<file path="src/verilog/csr_pkg.sv">
`default_nettype none

package csr_pkg;

    localparam int XLEN       = 32;                 // Data width
    localparam int CSR_ADDR_W = 12;                 // CSR address width

    // Pipeline CSR commands
    typedef enum logic [3:0] {
        CMD_NONE       = 4'd0,
        CMD_READ       = 4'd1,
        CMD_WRITE      = 4'd2,
        CMD_READ_WRITE = 4'd3,
        CMD_READ_SET   = 4'd4,
        CMD_READ_CLEAR = 4'd5
    } csr_cmd_e;

    // Implemented machine-mode CSRs
    typedef enum logic [CSR_ADDR_W-1:0] {
        ADDR_MSTATUS   = 12'h300,
        ADDR_MISA      = 12'h301,
        ADDR_MTVEC     = 12'h305,
        ADDR_MSCRATCH  = 12'h340,
        ADDR_MEPC      = 12'h341,
        ADDR_MCAUSE    = 12'h342,
        ADDR_MTVAL     = 12'h343,
        ADDR_CYCLE     = 12'hB00,
        ADDR_CYCLEH    = 12'hB80,
        ADDR_INSTRET   = 12'hB02,
        ADDR_INSTRETH  = 12'hB82,
        ADDR_MVENDORID = 12'hF11,
        ADDR_MARCHID   = 12'hF12,
        ADDR_MIMPID    = 12'hF13,
        ADDR_MHARTID   = 12'hF14,
        ADDR_PRIV      = 12'hFC0                    // Custom privilege readback
    } csr_addr_e;

    localparam logic [XLEN-1:0] MVENDORID = 32'h0A1A_A1E0;
    localparam logic [XLEN-1:0] MARCHID   = 32'h0000_0001;
    localparam logic [XLEN-1:0] MIMPID    = 32'h0000_0001;
    localparam logic [XLEN-1:0] MHARTID   = 32'h0000_0000;   // Single hart

    localparam logic [1:0] RO_REGION = 2'b11;       // Address bits 11:10 of read-only CSRs

endpackage

`default_nettype wire

</file>
<file path="src/verilog/csr_priv_pkg.sv">
`default_nettype none

package csr_priv_pkg;

    typedef enum logic [1:0] {
        PRIV_USER       = 2'd0,
        PRIV_SUPERVISOR = 2'd1,
        PRIV_MACHINE    = 2'd3
    } priv_e;

    localparam logic [1:0] MPP_RESERVED = 2'b10;    // Encoding 2 not a legal mode

    // mstatus field positions
    localparam int MSTATUS_TSR    = 22;
    localparam int MSTATUS_TW     = 21;
    localparam int MSTATUS_TVM    = 20;
    localparam int MSTATUS_MXR    = 19;
    localparam int MSTATUS_SUM    = 18;
    localparam int MSTATUS_MPRV   = 17;
    localparam int MSTATUS_MPP_LO = 11;             // MPP occupies 12:11
    localparam int MSTATUS_SPP    = 8;
    localparam int MSTATUS_MPIE   = 7;
    localparam int MSTATUS_SPIE   = 5;
    localparam int MSTATUS_MIE    = 3;
    localparam int MSTATUS_SIE    = 1;

    // MXL=1 (RV32), extensions I, M, S, U; atomic bit 0 left clear
    localparam logic [31:0] MISA_BASE = 32'h4014_1100;

endpackage

`default_nettype wire

</file>
<file path="src/verilog/csr_access_if.sv">
`timescale 1ns/1ps
`default_nettype none

// One access port between the controller and a register block
interface csr_access_if;

    csr_pkg::csr_addr_e           address;   // Raw CSR address from the pipeline
    logic                         wr_en;     // Valid, checked write this cycle
    logic [csr_pkg::XLEN-1:0]     wr_data;   // Already merged for set/clear
    logic [csr_pkg::XLEN-1:0]     rd_data;   // Zero when not hit
    logic                         hit;       // Block implements address

    modport ctrl (
        output address,
        output wr_en,
        output wr_data,
        input  rd_data,
        input  hit
    );

    // Register block side
    modport regs (
        input  address,
        input  wr_en,
        input  wr_data,
        output rd_data,
        output hit
    );

endinterface

`default_nettype wire

</file>
<file path="src/verilog/csr_access_ctrl.sv">
`timescale 1ns/1ps
`default_nettype none

module csr_access_ctrl (
    input  csr_pkg::csr_cmd_e          cmd,
    input  csr_pkg::csr_addr_e         address,
    input  logic [csr_pkg::XLEN-1:0]   writedata,
    input  csr_priv_pkg::priv_e        privilege,
    output logic [csr_pkg::XLEN-1:0]   readdata,
    output logic                       invalid,
    csr_access_if.ctrl                 status_bus,
    csr_access_if.ctrl                 trap_bus,
    csr_access_if.ctrl                 counter_bus
);

    logic                          is_read;
    logic                          is_write;
    logic [csr_pkg::CSR_ADDR_W-1:0] addr_bits;   // Plain vector view for field checks
    logic                          hit_any;
    logic                          level_violation;
    logic                          ro_violation;
    logic                          unimpl;
    logic [csr_pkg::XLEN-1:0]      merged_data;

    assign addr_bits = address;

    // Command classification
    always_comb begin
        is_read  = 1'b0;
        is_write = 1'b0;
        case (cmd)
            csr_pkg::CMD_READ:       is_read = 1'b1;
            csr_pkg::CMD_WRITE:      is_write = 1'b1;
            csr_pkg::CMD_READ_WRITE,
            csr_pkg::CMD_READ_SET,
            csr_pkg::CMD_READ_CLEAR: begin
                is_read  = 1'b1;
                is_write = 1'b1;
            end
            default: ;                                  // CMD_NONE and unused codes
        endcase
    end

    assign hit_any = status_bus.hit | trap_bus.hit | counter_bus.hit;

    // Required privilege lives in address bits 9:8
    assign level_violation = (is_read || is_write) && (privilege < addr_bits[9:8]);
    assign ro_violation    = is_write && (addr_bits[11:10] == csr_pkg::RO_REGION);
    assign unimpl          = (is_read || is_write) && !hit_any;
    assign invalid         = level_violation || ro_violation || unimpl;

    // Read mux, at most one block hits
    always_comb begin
        if (status_bus.hit)
            readdata = status_bus.rd_data;
        else if (trap_bus.hit)
            readdata = trap_bus.rd_data;
        else if (counter_bus.hit)
            readdata = counter_bus.rd_data;
        else
            readdata = '0;                              // Unimplemented reads as zero
    end

    // Read-modify-write merge against current register value
    always_comb begin
        case (cmd)
            csr_pkg::CMD_READ_SET:   merged_data = readdata | writedata;
            csr_pkg::CMD_READ_CLEAR: merged_data = readdata & ~writedata;
            default:                 merged_data = writedata;   // Write, read-write
        endcase
    end

    // Same request broadcast, owning block picks it up
    assign status_bus.address  = address;
    assign status_bus.wr_en    = is_write && !invalid;
    assign status_bus.wr_data  = merged_data;
    assign trap_bus.address    = address;
    assign trap_bus.wr_en      = is_write && !invalid;
    assign trap_bus.wr_data    = merged_data;
    assign counter_bus.address = address;
    assign counter_bus.wr_en   = is_write && !invalid;
    assign counter_bus.wr_data = merged_data;

endmodule

`default_nettype wire

</file>
<file path="src/verilog/csr_status_regs.sv">
`timescale 1ns/1ps
`default_nettype none

module csr_status_regs (
    input  logic                 clk,
    input  logic                 rst_n,
    input  csr_priv_pkg::priv_e  privilege,
    csr_access_if.regs           bus,
    output logic                 mstatus_tsr,
    output logic                 mstatus_tw,
    output logic                 mstatus_tvm,
    output logic                 mstatus_mxr,
    output logic                 mstatus_sum,
    output logic                 mstatus_mprv,
    output logic [1:0]           mstatus_mpp
);

    logic                      mstatus_spp;
    logic                      mstatus_mpie;
    logic                      mstatus_spie;
    logic                      mstatus_mie;
    logic                      mstatus_sie;
    logic                      misa_atomic;        // Scratch bit for atomic emulation
    logic                      wr_mstatus;
    logic                      wr_misa;
    logic [1:0]                wr_mpp;
    logic [csr_pkg::XLEN-1:0]  mstatus_rd;

    assign wr_mstatus = bus.wr_en && (bus.address == csr_pkg::ADDR_MSTATUS);
    assign wr_misa    = bus.wr_en && (bus.address == csr_pkg::ADDR_MISA);
    assign wr_mpp     = bus.wr_data[csr_priv_pkg::MSTATUS_MPP_LO +: 2];

    always_ff @(posedge clk) begin
        if (!rst_n) begin
            {mstatus_tsr, mstatus_tw, mstatus_tvm}   <= '0;
            {mstatus_mxr, mstatus_sum, mstatus_mprv} <= '0;
            mstatus_mpp  <= '0;
            {mstatus_spp, mstatus_mpie, mstatus_spie, mstatus_mie, mstatus_sie} <= '0;
            misa_atomic  <= 1'b0;
        end else begin
            if (wr_mstatus) begin
                mstatus_tsr  <= bus.wr_data[csr_priv_pkg::MSTATUS_TSR];
                mstatus_tw   <= bus.wr_data[csr_priv_pkg::MSTATUS_TW];
                mstatus_tvm  <= bus.wr_data[csr_priv_pkg::MSTATUS_TVM];
                mstatus_mxr  <= bus.wr_data[csr_priv_pkg::MSTATUS_MXR];
                mstatus_sum  <= bus.wr_data[csr_priv_pkg::MSTATUS_SUM];
                mstatus_mprv <= bus.wr_data[csr_priv_pkg::MSTATUS_MPRV];
                if (wr_mpp != csr_priv_pkg::MPP_RESERVED)
                    mstatus_mpp <= wr_mpp;              // Reserved value keeps old MPP
                mstatus_spp  <= bus.wr_data[csr_priv_pkg::MSTATUS_SPP];
                mstatus_mpie <= bus.wr_data[csr_priv_pkg::MSTATUS_MPIE];
                mstatus_spie <= bus.wr_data[csr_priv_pkg::MSTATUS_SPIE];
                mstatus_mie  <= bus.wr_data[csr_priv_pkg::MSTATUS_MIE];
                mstatus_sie  <= bus.wr_data[csr_priv_pkg::MSTATUS_SIE];
            end
            if (wr_misa)
                misa_atomic <= bus.wr_data[0];          // A extension bit
        end
    end

    // mstatus image, unlisted bits read zero
    always_comb begin
        mstatus_rd = '0;
        mstatus_rd[csr_priv_pkg::MSTATUS_TSR]  = mstatus_tsr;
        mstatus_rd[csr_priv_pkg::MSTATUS_TW]   = mstatus_tw;
        mstatus_rd[csr_priv_pkg::MSTATUS_TVM]  = mstatus_tvm;
        mstatus_rd[csr_priv_pkg::MSTATUS_MXR]  = mstatus_mxr;
        mstatus_rd[csr_priv_pkg::MSTATUS_SUM]  = mstatus_sum;
        mstatus_rd[csr_priv_pkg::MSTATUS_MPRV] = mstatus_mprv;
        mstatus_rd[csr_priv_pkg::MSTATUS_MPP_LO +: 2] = mstatus_mpp;
        mstatus_rd[csr_priv_pkg::MSTATUS_SPP]  = mstatus_spp;
        mstatus_rd[csr_priv_pkg::MSTATUS_MPIE] = mstatus_mpie;
        mstatus_rd[csr_priv_pkg::MSTATUS_SPIE] = mstatus_spie;
        mstatus_rd[csr_priv_pkg::MSTATUS_MIE]  = mstatus_mie;
        mstatus_rd[csr_priv_pkg::MSTATUS_SIE]  = mstatus_sie;
    end

    always_comb begin
        bus.hit     = 1'b1;
        bus.rd_data = '0;
        case (bus.address)
            csr_pkg::ADDR_MSTATUS:   bus.rd_data = mstatus_rd;
            csr_pkg::ADDR_MISA:      bus.rd_data = csr_priv_pkg::MISA_BASE | {31'b0, misa_atomic};
            csr_pkg::ADDR_MVENDORID: bus.rd_data = csr_pkg::MVENDORID;
            csr_pkg::ADDR_MARCHID:   bus.rd_data = csr_pkg::MARCHID;
            csr_pkg::ADDR_MIMPID:    bus.rd_data = csr_pkg::MIMPID;
            csr_pkg::ADDR_MHARTID:   bus.rd_data = csr_pkg::MHARTID;
            csr_pkg::ADDR_PRIV:      bus.rd_data = {30'b0, privilege};   // Pipeline's mode
            default:                 bus.hit = 1'b0;
        endcase
    end

endmodule

`default_nettype wire

</file>
<file path="src/verilog/csr_trap_regs.sv">
`timescale 1ns/1ps
`default_nettype none

module csr_trap_regs (
    input  logic        clk,
    input  logic        rst_n,
    csr_access_if.regs  bus
);

    logic [csr_pkg::XLEN-1:0] mtvec;
    logic [csr_pkg::XLEN-1:0] mscratch;
    logic [csr_pkg::XLEN-1:0] mepc;
    logic [csr_pkg::XLEN-1:0] mcause;
    logic [csr_pkg::XLEN-1:0] mtval;
    logic                     aligned;               // Word-aligned target

    assign aligned = (bus.wr_data[1:0] == 2'b00);

    always_ff @(posedge clk) begin
        if (!rst_n) begin
            mtvec    <= '0;
            mscratch <= '0;
            mepc     <= '0;
            mcause   <= '0;
            mtval    <= '0;
        end else if (bus.wr_en) begin
            case (bus.address)
                csr_pkg::ADDR_MTVEC:    if (aligned) mtvec <= bus.wr_data;   // Direct mode only
                csr_pkg::ADDR_MSCRATCH: mscratch <= bus.wr_data;
                csr_pkg::ADDR_MEPC:     if (aligned) mepc <= bus.wr_data;
                csr_pkg::ADDR_MCAUSE:   mcause <= bus.wr_data;
                csr_pkg::ADDR_MTVAL:    mtval <= bus.wr_data;
                default: ;                              // Owned by another block
            endcase
        end
    end

    // Read side
    always_comb begin
        bus.hit     = 1'b1;
        bus.rd_data = '0;
        case (bus.address)
            csr_pkg::ADDR_MTVEC:    bus.rd_data = mtvec;
            csr_pkg::ADDR_MSCRATCH: bus.rd_data = mscratch;
            csr_pkg::ADDR_MEPC:     bus.rd_data = mepc;
            csr_pkg::ADDR_MCAUSE:   bus.rd_data = mcause;
            csr_pkg::ADDR_MTVAL:    bus.rd_data = mtval;
            default:                bus.hit = 1'b0;
        endcase
    end

endmodule

`default_nettype wire

</file>
<file path="src/verilog/csr_counters.sv">
`timescale 1ns/1ps
`default_nettype none

module csr_counters (
    input  logic        clk,
    input  logic        rst_n,
    input  logic        instret_incr,                // One retired instruction
    csr_access_if.regs  bus
);

    logic [63:0] cycle_q;
    logic [63:0] instret_q;
    logic [63:0] cycle_inc;
    logic [63:0] instret_inc;
    logic [63:0] cycle_nxt;
    logic [63:0] instret_nxt;

    assign cycle_inc   = cycle_q + 64'd1;
    assign instret_inc = instret_q + {63'b0, instret_incr};

    // Written half overrides increment, other half keeps counting
    always_comb begin
        cycle_nxt   = cycle_inc;
        instret_nxt = instret_inc;
        if (bus.wr_en) begin
            case (bus.address)
                csr_pkg::ADDR_CYCLE:    cycle_nxt[31:0]    = bus.wr_data;
                csr_pkg::ADDR_CYCLEH:   cycle_nxt[63:32]   = bus.wr_data;
                csr_pkg::ADDR_INSTRET:  instret_nxt[31:0]  = bus.wr_data;
                csr_pkg::ADDR_INSTRETH: instret_nxt[63:32] = bus.wr_data;
                default: ;
            endcase
        end
    end

    always_ff @(posedge clk) begin
        if (!rst_n) begin
            cycle_q   <= '0;
            instret_q <= '0;
        end else begin
            cycle_q   <= cycle_nxt;
            instret_q <= instret_nxt;
        end
    end

    always_comb begin
        bus.hit     = 1'b1;
        bus.rd_data = '0;
        case (bus.address)
            csr_pkg::ADDR_CYCLE:    bus.rd_data = cycle_q[31:0];
            csr_pkg::ADDR_CYCLEH:   bus.rd_data = cycle_q[63:32];
            csr_pkg::ADDR_INSTRET:  bus.rd_data = instret_q[31:0];
            csr_pkg::ADDR_INSTRETH: bus.rd_data = instret_q[63:32];
            default:                bus.hit = 1'b0;
        endcase
    end

endmodule

`default_nettype wire

</file>
<file path="src/verilog/csr_file.sv">
`timescale 1ns/1ps
`default_nettype none

module csr_file (
    input  logic                            clk,
    input  logic                            rst_n,
    input  logic [3:0]                      cmd,
    input  logic [csr_pkg::CSR_ADDR_W-1:0]  address,
    input  logic [csr_pkg::XLEN-1:0]        writedata,
    input  logic [1:0]                      privilege,     // Current mode from pipeline
    input  logic                            instret_incr,
    output logic [csr_pkg::XLEN-1:0]        readdata,
    output logic                            invalid,
    output logic                            mstatus_tsr,
    output logic                            mstatus_tw,
    output logic                            mstatus_tvm,
    output logic                            mstatus_mxr,
    output logic                            mstatus_sum,
    output logic                            mstatus_mprv,
    output logic [1:0]                      mstatus_mpp
);

    csr_access_if status_bus ();
    csr_access_if trap_bus ();
    csr_access_if counter_bus ();

    // Decode and checks, plain ports cast to package types
    csr_access_ctrl ctrl_i (
        .cmd         (csr_pkg::csr_cmd_e'(cmd)),
        .address     (csr_pkg::csr_addr_e'(address)),
        .writedata   (writedata),
        .privilege   (csr_priv_pkg::priv_e'(privilege)),
        .readdata    (readdata),
        .invalid     (invalid),
        .status_bus  (status_bus.ctrl),
        .trap_bus    (trap_bus.ctrl),
        .counter_bus (counter_bus.ctrl)
    );

    csr_status_regs status_i (
        .clk          (clk),
        .rst_n        (rst_n),
        .privilege    (csr_priv_pkg::priv_e'(privilege)),
        .bus          (status_bus.regs),
        .mstatus_tsr  (mstatus_tsr),
        .mstatus_tw   (mstatus_tw),
        .mstatus_tvm  (mstatus_tvm),
        .mstatus_mxr  (mstatus_mxr),
        .mstatus_sum  (mstatus_sum),
        .mstatus_mprv (mstatus_mprv),
        .mstatus_mpp  (mstatus_mpp)
    );

    csr_trap_regs trap_i (
        .clk   (clk),
        .rst_n (rst_n),
        .bus   (trap_bus.regs)
    );

    csr_counters counters_i (
        .clk          (clk),
        .rst_n        (rst_n),
        .instret_incr (instret_incr),
        .bus          (counter_bus.regs)
    );

endmodule

`default_nettype wire

</file>
<file path="config.mk">
export PLATFORM = sky130hd
export DESIGN_NAME = csr_file
export DESIGN_NICKNAME = d
export VERILOG_FILES = /design/src/verilog/csr_pkg.sv /design/src/verilog/csr_priv_pkg.sv /design/src/verilog/csr_access_if.sv /design/src/verilog/csr_access_ctrl.sv /design/src/verilog/csr_status_regs.sv /design/src/verilog/csr_trap_regs.sv /design/src/verilog/csr_counters.sv /design/src/verilog/csr_file.sv
export SDC_FILE = /design/constraint.sdc
export NUM_CORES = 1
export LEC_CHECK = 0
export ABC_CLOCK_PERIOD_IN_PS = 6500
export BUFFER_PORTS_ARGS = -buffer_cell sky130_fd_sc_hd__buf_4
export CAP_MARGIN = 20
export CORE_MARGIN = 8
export CORE_UTILIZATION = 52
export DETAILED_ROUTE_END_ITERATION = 6
export PLACE_DENSITY = 0.7
export SKIP_LAST_GASP = 1
export SYNTH_ARGS = -nofsm -noshare
export SYNTH_HDL_FRONTEND = slang
export SYNTH_SLANG_ARGS = --single-unit
</file>
<file path="constraint.sdc">
create_clock -name clk -period 6.5 [get_ports clk]
set_clock_uncertainty 0.2 [all_clocks]
set_input_delay 0.325 -clock clk [delete_from_list [all_inputs] [get_ports clk]]
set_output_delay 0.325 -clock clk [all_outputs]
set_load 0.02 [all_outputs]
</file>
* After elaboration in Yosys (flattened, before gate mapping)
Cells that the tools add are included.
** Storage, ports and cells
- Flip-flop bits (word level) :: 302
- Output and inout bits :: 41
- Input port bits :: 53
- Logic and storage cells :: 93
** Operators by class
- Reduce and logical (&&, ||, !) cells :: 24
- $add $sub $neg :: 2
- Order comparisons :: 1
- Equal/unequal tests :: 23
- Mux-type cells :: 18
- Bitwise operators :: 5
** Operators with widths (number)
- 2-to-1 mux 32 bit :: 7
- case mux 32 bit (5 select lines) :: 1
- case mux 31 bit (5 select lines) :: 1
- 2-to-1 mux 64 bit :: 2
- case mux 32 bit (4 select lines) :: 1
- equality test 12 bit, second input constant :: 9
- equality test 12 x 10 -> 1 bit, second input constant :: 7
- adder 64 x 1 -> 64 bit :: 1
- adder 64 x 1 -> 64 bit, second input constant :: 1
- case mux 32 bit (2 select lines) :: 1
- AND 32 bit :: 1
- NOT 32 bit :: 1
- OR 32 bit :: 1
- OR reduction 4 bit :: 3
- equality test 4 x 2 -> 1 bit, second input constant :: 2
- equality test 4 x 3 -> 1 bit, second input constant :: 2
- AND reduction 2 bit :: 4
- OR reduction 7 bit :: 1
- logical AND 1 bit :: 6
- AND reduction 3 bit :: 2
- 2-to-1 mux 1 bit :: 5
- OR reduction 5 bit :: 1
- equality test 4 x 1 -> 1 bit, second input constant :: 1
- logical OR 1 bit :: 3
- 7 further kinds :: 9

* Depth between registers and ports, before layout
Gate-level depths: netlist (run 1).
- Word-level depth :: 12
- Gate-level depth with buffers :: 11
- Depth with buffers taken out :: 8

* Modules after synthesis
From an unflattened synthesis (run 1), not the netlist that was laid out.
** Second synthesis, totals
- Cell total of the unflattened synthesis :: 2203
- Area, all modules :: 18213.7 µm²
** Modules (own cells, without submodules)
- csr_counters :: area each 7716.2 µm², sequential area each 2562.5 µm², times used 1, cells an instance 917
- csr_trap_regs :: area each 7249.5 µm², sequential area each 3203.1 µm², times used 1, cells an instance 871
- csr_access_ctrl :: area each 2252.2 µm², sequential area each 0.0 µm², times used 1, cells an instance 300
- csr_status_regs :: area each 996.0 µm², sequential area each 280.3 µm², times used 1, cells an instance 115

* Worst setup path before layout (run 1)
Ideal clock, no wire load.
- Path type :: input to output
- Start point :: in address[1] (netlist name)
- End point :: out invalid
- Arrival time :: 2.502 ns
- Data required time :: 5.975 ns
- Path slack :: 3.473 ns
- Stages :: 7
- Buffers on the path :: 1
- Cell sequence :: and4bb_2 > buf_2 > a21boi_4 > o221ai_2 > o21ai_0 > a211oi_1 > a2111oi_0
** Between the ends
- Longest elaborated chain between the ends :: 8
- Elaborated cells between the ends (all ways) :: 27
- Those cells by class :: 16 x eq/ne; 3 x mux; 2 x bitwise; 6 x reduce/logical
** Ends and longest elaborated chain
- start: declaration :: line csr_file.sv:8 : input logic [csr_pkg::CSR_ADDR_W-1:0] address,
- equality test 12 bit (tied with other cells) :: line csr_status_regs.sv:81 : case (bus.address)
- OR reduction 7 bit (no line) / OR reduction 5 bit (equally long branches)
- 2-to-1 mux 1 bit (on tied branches) :: line csr_status_regs.sv:81, csr_trap_regs.sv:42
- OR 1 bit :: line csr_access_ctrl.sv:44 : assign hit_any = status_bus.hit | trap_bus.hit | counter_bus.hit;
- OR 1 bit (*) :: line csr_access_ctrl.sv:44
- logical NOT 1 bit (*) :: line csr_access_ctrl.sv:49 : assign unimpl = (is_read || is_write) && !hit_any;
- logical AND 1 bit (*) :: line csr_access_ctrl.sv:49
- logical OR 1 bit (*) :: line csr_access_ctrl.sv:50 : assign invalid = level_violation || ro_violation || unimpl;
- end: declaration :: line csr_file.sv:13 : output logic invalid,
Mark *: on every way between the ends. The rest lies on a longest branch, timed or not.

* Final worst setup path (run 1)
- Start point :: in address[0] (netlist name)
- End point :: out readdata[17] (netlist name)
** Between the ends
- Longest elaborated chain between the ends :: 6
- Elaborated cells between the ends (all ways) :: 29
- Those cells by class :: 16 x eq/ne; 9 x mux; 4 x reduce/logical
** Ends and longest elaborated chain
- equality test 12 bit :: line csr_counters.sv:49 : case (bus.address)
- OR reduction 4 bit (no line)
- 2-to-1 mux 1 bit :: line csr_counters.sv:49
- 2-to-1 mux 32 bit :: line csr_access_ctrl.sv:58 : else if (counter_bus.hit)
- 2-to-1 mux 32 bit :: line csr_access_ctrl.sv:56 : else if (trap_bus.hit)
- 2-to-1 mux 32 bit (*) :: line csr_access_ctrl.sv:54 : if (status_bus.hit)
- end: declaration :: line csr_file.sv:12 : output logic [csr_pkg::XLEN-1:0] readdata,
Marks and branches as above.

==> impl_metrics.yaml, run 1 <==
run_status:
  status: "complete, but fails checks"
  violations: "DRC"
cells_and_area:
  drive_gt1_frac: 0.1373
  final_cells: 2459
  final_util: 0.5939
  syn_to_final_growth_pct: 13.24
  final_area_sq_um: 19170
  num_antenna_cells: 0
  nets: 2047
  fillers: 2900
drt:
  routedWlPerCell_um: 28.25
  dr.pass1.iters: 7
  drtIter0Drc: 2871
  drt_wl_total_mm: 69.46
  viasPerCell: 6.813
  drtAntennaViolNets: 0
  num_vias: 16753
  drc: 7
worst_setup_path:
  cp.required_ns: 5.97
  endpoint: "readdata[17]"
  path_class: "input pin to output pin"
  worst_path_max_delay_cell: "a2111oi_0"
  worstPathArrival_ns: 3.69
  crit_path_max_incr_delay_ns: 0.97
  startpoint: "address[0]"
  path_max_fanout: 36
  cp-start-kind: "input pin"
  path_depth: 8
  path_cells: "buf_4 > or4_1 > nor3_4 > buf_4 > a22o_1 > a2111oi_0 > nand2_1 > buf_4"
  worst_setup_path_end_kind: "output pin"
  ff2ff_setup_slack_ns: 2.74
  cpMostUsedCell: "buf_4"
  reg2reg_depth: 8
  path_delay_family: "compound AO/OA/AOI/OAI gates"
  cp.buffers_inverters: 3
  r2r-start: "counters_i.cycle_q[0]$_SDFF_PN0_"
  worst_r2r_endpoint: "counters_i.cycle_q[60]$_SDFF_PN0_"
floorplanning:
  row_count: 66
  start_util: 0.5244
  die_y_um: 196.5
  die_area_sq_um: 38590
  die_w_um: 196.5
  io_pins: 94
  core_sq_um: 32290
clock_tree:
  clk_latency_ns: 0.53
  cts.sinks: 302
  cts.path.max_buffers: 3
  clk_pin_slew_worst_paths_ns: 0.06
  cts_tree: "done"
  cts_resized: 0
  htree_levels: 2
  cts-root-buf: "clkbuf_16"
  cts_hold_buf: 0
  cts_buffers: 36
  cts_setup_buffers: 0
timing:
  drv_slew: 0
  timing.slew.headroom: 0.2217
  rsz0062_at_grt: "no"
  setup_viol_count_final: 0
  post-route-period-util: 0.6484
  tightest_slew_ns: 1.138
  hold_violations: 0
  layout_setup_ws_ns: 2.285
  period_needed_ns: 4.215
  fmax_ghz: 0.2373
  finalSetupTns_ns: 0
  fin_hold_ws_ns: 0.05604
worst_hold_path:
  hold_class: "input pin to flop"
  hold_path_depth: 4
synthesis:
  syn-mean-instance-area_sq_um: 8.595
  netlist_area_sq_um: 16930
  ys.warnings.count: 0
  synth_edf_count: 0
  synth_seq_cells: 302
  ys_async_sr_fraction: 0
  synth-main-ff-cell: "dfxtp_1"
  yosysSeqAreaShare: 0.3571
  postSynthCellCount: 1970
  syn-num-nets: 2027
  synth_cell_types: 86
placed_design:
  dp_slack_ns: 2.191
  dp.cells: 2390
  routabilityCongestion: 1.016
  port_buffers: 93
  place_area_sq_um: 17810
  place.detailed.hpwl_mm: 49.01
flow_run:
  cap_violations: 0
power:
  p_total_mw: 4.370
  ir_drop_v: 0.0002467
  pwr_density_cell_nw_per_um2: 227.9
  power_leakage_nw: 7.098
global_route:
  grt_max_degree: 96
  globalRoute.totalOverflow: 0
  grt_pass1_wl_mm: 102.8
  antenna_found_initial: 1
  gr-usage-all-layers: 0.3483
  grt_pass1_vias: 15439
==> where the power goes <==
part / switching, mW / internal (mW)
clock network: 0.855 / 1.38
registers: 0.00348 / 1.85
logic: 0.203 / 0.0715
total: 1.06 / 3.31
==> layout by cell type (no fill, tap or decap), types with 9 or more instances in the layout <==
master / n
a2111oi_0: 9
a211oi_1: 135
a21oi_1: 55
a222oi_1: 17
a22o_1: 11
a22oi_1: 23
and2_1: 19
and3_1: 38
and4_1: 29
buf_4: 130
clkbuf_16: 38
dfxtp_1: 302
inv_1: 22
mux2_2: 13
mux2i_1: 153
nand2_1: 189
nand3_1: 84
nand4_1: 94
nor2_1: 245
nor3_1: 22
nor4_1: 12
o21ai_0: 42
o2bb2ai_1: 10
xnor2_1: 43
xor2_1: 83
==> metal layers <==
layer / track usage / part of all wire / vias up
li1: - / - / 7285
met1: 0.4823 / 0.41 / 8045
met2: 0.5130 / 0.42 / 1182
met3: 0.07897 / 0.12 / 241
met4: 0.1496 / 0.048 / 0
met5: 0 / 0 / -
==> sequential cells by signal (all words and copies together), names as in the netlist, 2 cells and up <==
| name | flops |
|---|---|
| counters_i.cycle_q | 64 |
| counters_i.instret_q | 64 |
| trap_i.mcause | 32 |
| trap_i.mepc | 32 |
| trap_i.mscratch | 32 |
| trap_i.mtval | 32 |
| trap_i.mtvec | 32 |
| status_i.mstatus_mpp | 2 |
==> cell usage after synthesis (7+ instances only) <==
master	instances	share of area
dfxtp_1	302	0.36
nor2_1	245	0.054
nand2_1	193	0.043
mux2i_1	153	0.090
a211oi_1	135	0.060
nand4_1	94	0.035
nand3_1	84	0.025
xor2_1	83	0.043
clkbuf_1	81	0.018
a21oi_1	55	0.016
xnor2_1	43	0.022
buf_2	42	0.012
o21ai_0	42	0.012
and3_1	38	0.014
and4_1	29	0.015
a22oi_1	23	0.010
inv_1	22	0.0049
nor3_1	22	0.0065
and2_1	19	0.0070
buf_6	18	0.012
a222oi_1	17	0.010
mux2_2	13	0.0086
nor4_1	12	0.0044
a22o_1	11	0.0057
o2bb2ai_1	10	0.0052
a2111oi_0	9	0.0047
buf_1	9	0.0020
nor3_2	8	0.0047
o31ai_4	8	0.010
a32oi_1	7	0.0036
==> worst register-to-register path: stages, from the launching register on <==
cell     delay (ns)
dfxtp_1        0.41
ha_1           0.21
nand3_1        0.32
nor3_2         0.73
nand4_1        0.58
nor3_2         0.67
nor3b_1        0.30
xnor2_1        0.15
a21oi_1        0.08
==> worst min path at each step <==
stage                                        from                                   to
floorplan           trap_i.mtvec[16]$_SDFFE_PN0P_        trap_i.mtvec[16]$_SDFFE_PN0P_
global placement     trap_i.mtvec[2]$_SDFFE_PN0P_         trap_i.mtvec[2]$_SDFFE_PN0P_
detailed placement   trap_i.mtvec[9]$_SDFFE_PN0P_         trap_i.mtvec[9]$_SDFFE_PN0P_
CTS                                  writedata[3]    counters_i.cycle_q[35]$_SDFF_PN0_
global route                        writedata[15]    counters_i.cycle_q[47]$_SDFF_PN0_
finish                              writedata[22]  counters_i.instret_q[22]$_SDFF_PN0_
==> kinds of logic after synthesis <==
logic type,count (synthesis),synth area share
AO/OA/AOI/OAI,388,0.1797
XOR/XNOR,126,0.06517
adder cells (fa/ha/maj),4,0.002956
buffers and inverters,179,0.05209
flip-flops,302,0.3571
multiplexers,166,0.09909
AND/OR/NAND/NOR,805,0.2439
==> final cells by class <==
type	instances	area [sq um]	area share
clock buffer	46	1011	0.05272
clock inverter	19	289.0	0.01507
timing repair buffer	138	1127	0.05879
multi-input combinational	1489	10060	0.5245
sequential	302	6046	0.3153
tap	442	553.0	0.02884
inverter	23	91.34	0.004763
Power figures use the tool's default switching activity.
==> inputs of run 2 (changes only) <==
Settings changed: ABC_CLOCK_PERIOD_IN_PS 6500 to 3810, PLACE_DENSITY 0.7 to 0.72.
Clock period 6.5 ns to 3.81 ns, I/O delays scaled along.
==> run 2 against run 1 <==
The flow now finishes without violations. Utilization increased by 2.0 points. Count of clock-buffer cells in the layout up 6. Critical path type unchanged. Power grew 69%. Final area up 3.4%. Clock power up 65%. Via count grew 1.4%.
==> impl_metrics.yaml, run 2 (synthesis results as in run 1) <==
worst_setup_path:
  path_cells: "buf_4 > and4bb_2 > and3_1 > buf_4 > a222oi_1 > nor4b_1 > inv_1 > buf_4"
  worst_setup_path_end_kind: "output pin"
  r2r-start: "counters_i.cycle_q[0]$_SDFF_PN0_"
  reg2reg_depth: 10
  worstPathArrival_ns: 2.87
  worst_r2r_endpoint: "counters_i.cycle_q[60]$_SDFF_PN0_"
  cp-start-kind: "input pin"
  worst_path_max_delay_cell: "nor4b_1"
  cpMostUsedCell: "buf_4"
  cp.buffers_inverters: 4
  crit_path_max_incr_delay_ns: 0.71
  cp.required_ns: 3.42
  path_delay_family: "simple AND/OR/NAND/NOR gates"
  path_max_fanout: 28
  path_class: "input pin to output pin"
  ff2ff_setup_slack_ns: 0.62
worst_hold_path:
  hold_start: "writedata[18]"
  holdPathEnd: "trap_i.mepc[18]$_SDFFE_PN0P_"
  hold_class: "input pin to flop"
  hold_path_depth: 5
floorplanning:
  die_y_um: 196.5
  io_pins: 94
  die_w_um: 196.5
  die_area_sq_um: 38590
  start_util: 0.5244
  core_sq_um: 32290
  row_count: 66
global_route:
  antenna_found_initial: 0
  gr-usage-all-layers: 0.3618
  globalRoute.totalOverflow: 0
  grt_pass1_wl_mm: 105.7
  grt_max_degree: 96
  grt_pass1_vias: 15858
power:
  p_total_mw: 7.363
  power_leakage_nw: 7.475
  ir_drop_v: 0.0003855
  pwr_density_cell_nw_per_um2: 371.5
drt:
  dr.pass1.iters: 6
  drt_wl_total_mm: 71.74
  num_vias: 16988
  viasPerCell: 6.691
  drc: 0
  routedWlPerCell_um: 28.25
  drtIter0Drc: 2506
  drtAntennaViolNets: 0
timing:
  rsz0062_at_grt: "no"
  timing.slew.headroom: 0.2658
  setup_viol_count_final: 0
  post-route-period-util: 0.8552
  tightest_slew_ns: 1.101
  layout_setup_ws_ns: 0.5516
  finalSetupTns_ns: 0
  fmax_ghz: 0.3069
  drv_slew: 0
  period_needed_ns: 3.258
  hold_violations: 0
placed_design:
  routabilityCongestion: 1.018
  dp_slack_ns: 0.3821
  port_buffers: 93
  place.detailed.hpwl_mm: 51.55
clock_tree:
  cts.sinks: 302
  cts_buffers: 36
  clk_latency_ns: 0.54
  cts-root-buf: "clkbuf_16"
  cts_tree: "done"
  cts.path.max_buffers: 3
  cts_resized: 0
  clk_pin_slew_worst_paths_ns: 0.06
  cts_setup_buffers: 0
  cts_hold_buf: 16
  htree_levels: 2
cells_and_area:
  final_util: 0.6138
  reg.largest.list: "counters_i.cycle_q (64), counters_i.instret_q (64)"
  num_antenna_cells: 0
  drive_gt1_frac: 0.1607
  layout_commonest_cell: "dfxtp_1"
  mostFrequentLayoutCells: "dfxtp_1, nor2_1, buf_4, nand2_1, mux2i_1"
  fillers: 2854
  syn_to_final_growth_pct: 17.05
  nets: 2128
run_status:
  status: "completed"
flow_run:
  cap_violations: 0
==> run 2: cell types whose count changed in the layout (fill, tap and decap cells not counted), sizes merged <==
cell / previous run / this run
buf: 137 / 203
bufinv: 7 / 5
clkbuf: 46 / 52
clkinv: 9 / 4
clkinvlp: 3 / 0
dlygate4sd3: 0 / 16
dlymetal6s2s: 1 / 0
inv: 23 / 26
==> run 2: how the worst max path moves through the flow <==
stage,from,endpoint,slack [ns],depth (start not counted)
2_1_floorplan,address[1],invalid,1.05,7
3_3_place_gp,address[1],counters_i.instret_q[38]$_SDFF_PN0_,0.43,9
3_5_place_dp,address[1],counters_i.instret_q[38]$_SDFF_PN0_,0.38,9
4_1_cts,address[1],readdata[6],0.58,8
5_1_grt,address[1],readdata[6],0.40,8
6_report,address[1],readdata[6],0.55,8
==> run 2: area by class of cell <==
type                       instances  area (sq um)  area share
multi-input combinational       1489         10050      0.5069
sequential                       302          6046      0.3050
timing repair buffer             219          1834     0.09254
clock buffer                      52          1052     0.05309
tap                              442         553.0     0.02790
clock inverter                    12         196.4    0.009911
inverter                          23         91.34    0.004608
==> run 2: per-stage QoR <==
step / hold WS [ns] / cells / instance area, sq um
4_1_cts: 0.007537 / 2539 / 19820
5_1_grt: 0.03139 / 2539 / 19820
3_3_place_gp: 0.2403 / 2459 / 18410
3_5_place_dp: 0.2547 / 2459 / 18410
6_report: 0.02039 / 2539 / 19820
2_1_floorplan: 0.2340 / 1970 / 16930
==> run 2: power by group <==
group | switching [mW] | total [mW] | internal (mW)
Combinational | 0.352 | 0.506 | 0.153
Clock | 1.43 | 3.69 | 2.26
Sequential | 0.00702 | 3.17 | 3.16
Total | 1.78 | 7.36 | 5.58
==> run 2: per-layer routing <==
metal	share of wire	GRT usage	wire, um	up-vias
met1	0.41	0.4898	29120	8211
met5	0	0	0	-
met2	0.42	0.5301	30230	1075
met3	0.12	0.09193	8514	227
li1	-	-	-	7475
met4	0.054	0.1757	3874	0
==> run 2: tightest hold or removal path: cells and delay by family <==
kind	cells	cell delay, ns
AOI/OAI and AO/OA	1	0.06
buffers and inverters	2	0.27
muxes	1	0.07
and+or+nand+nor	1	0.10
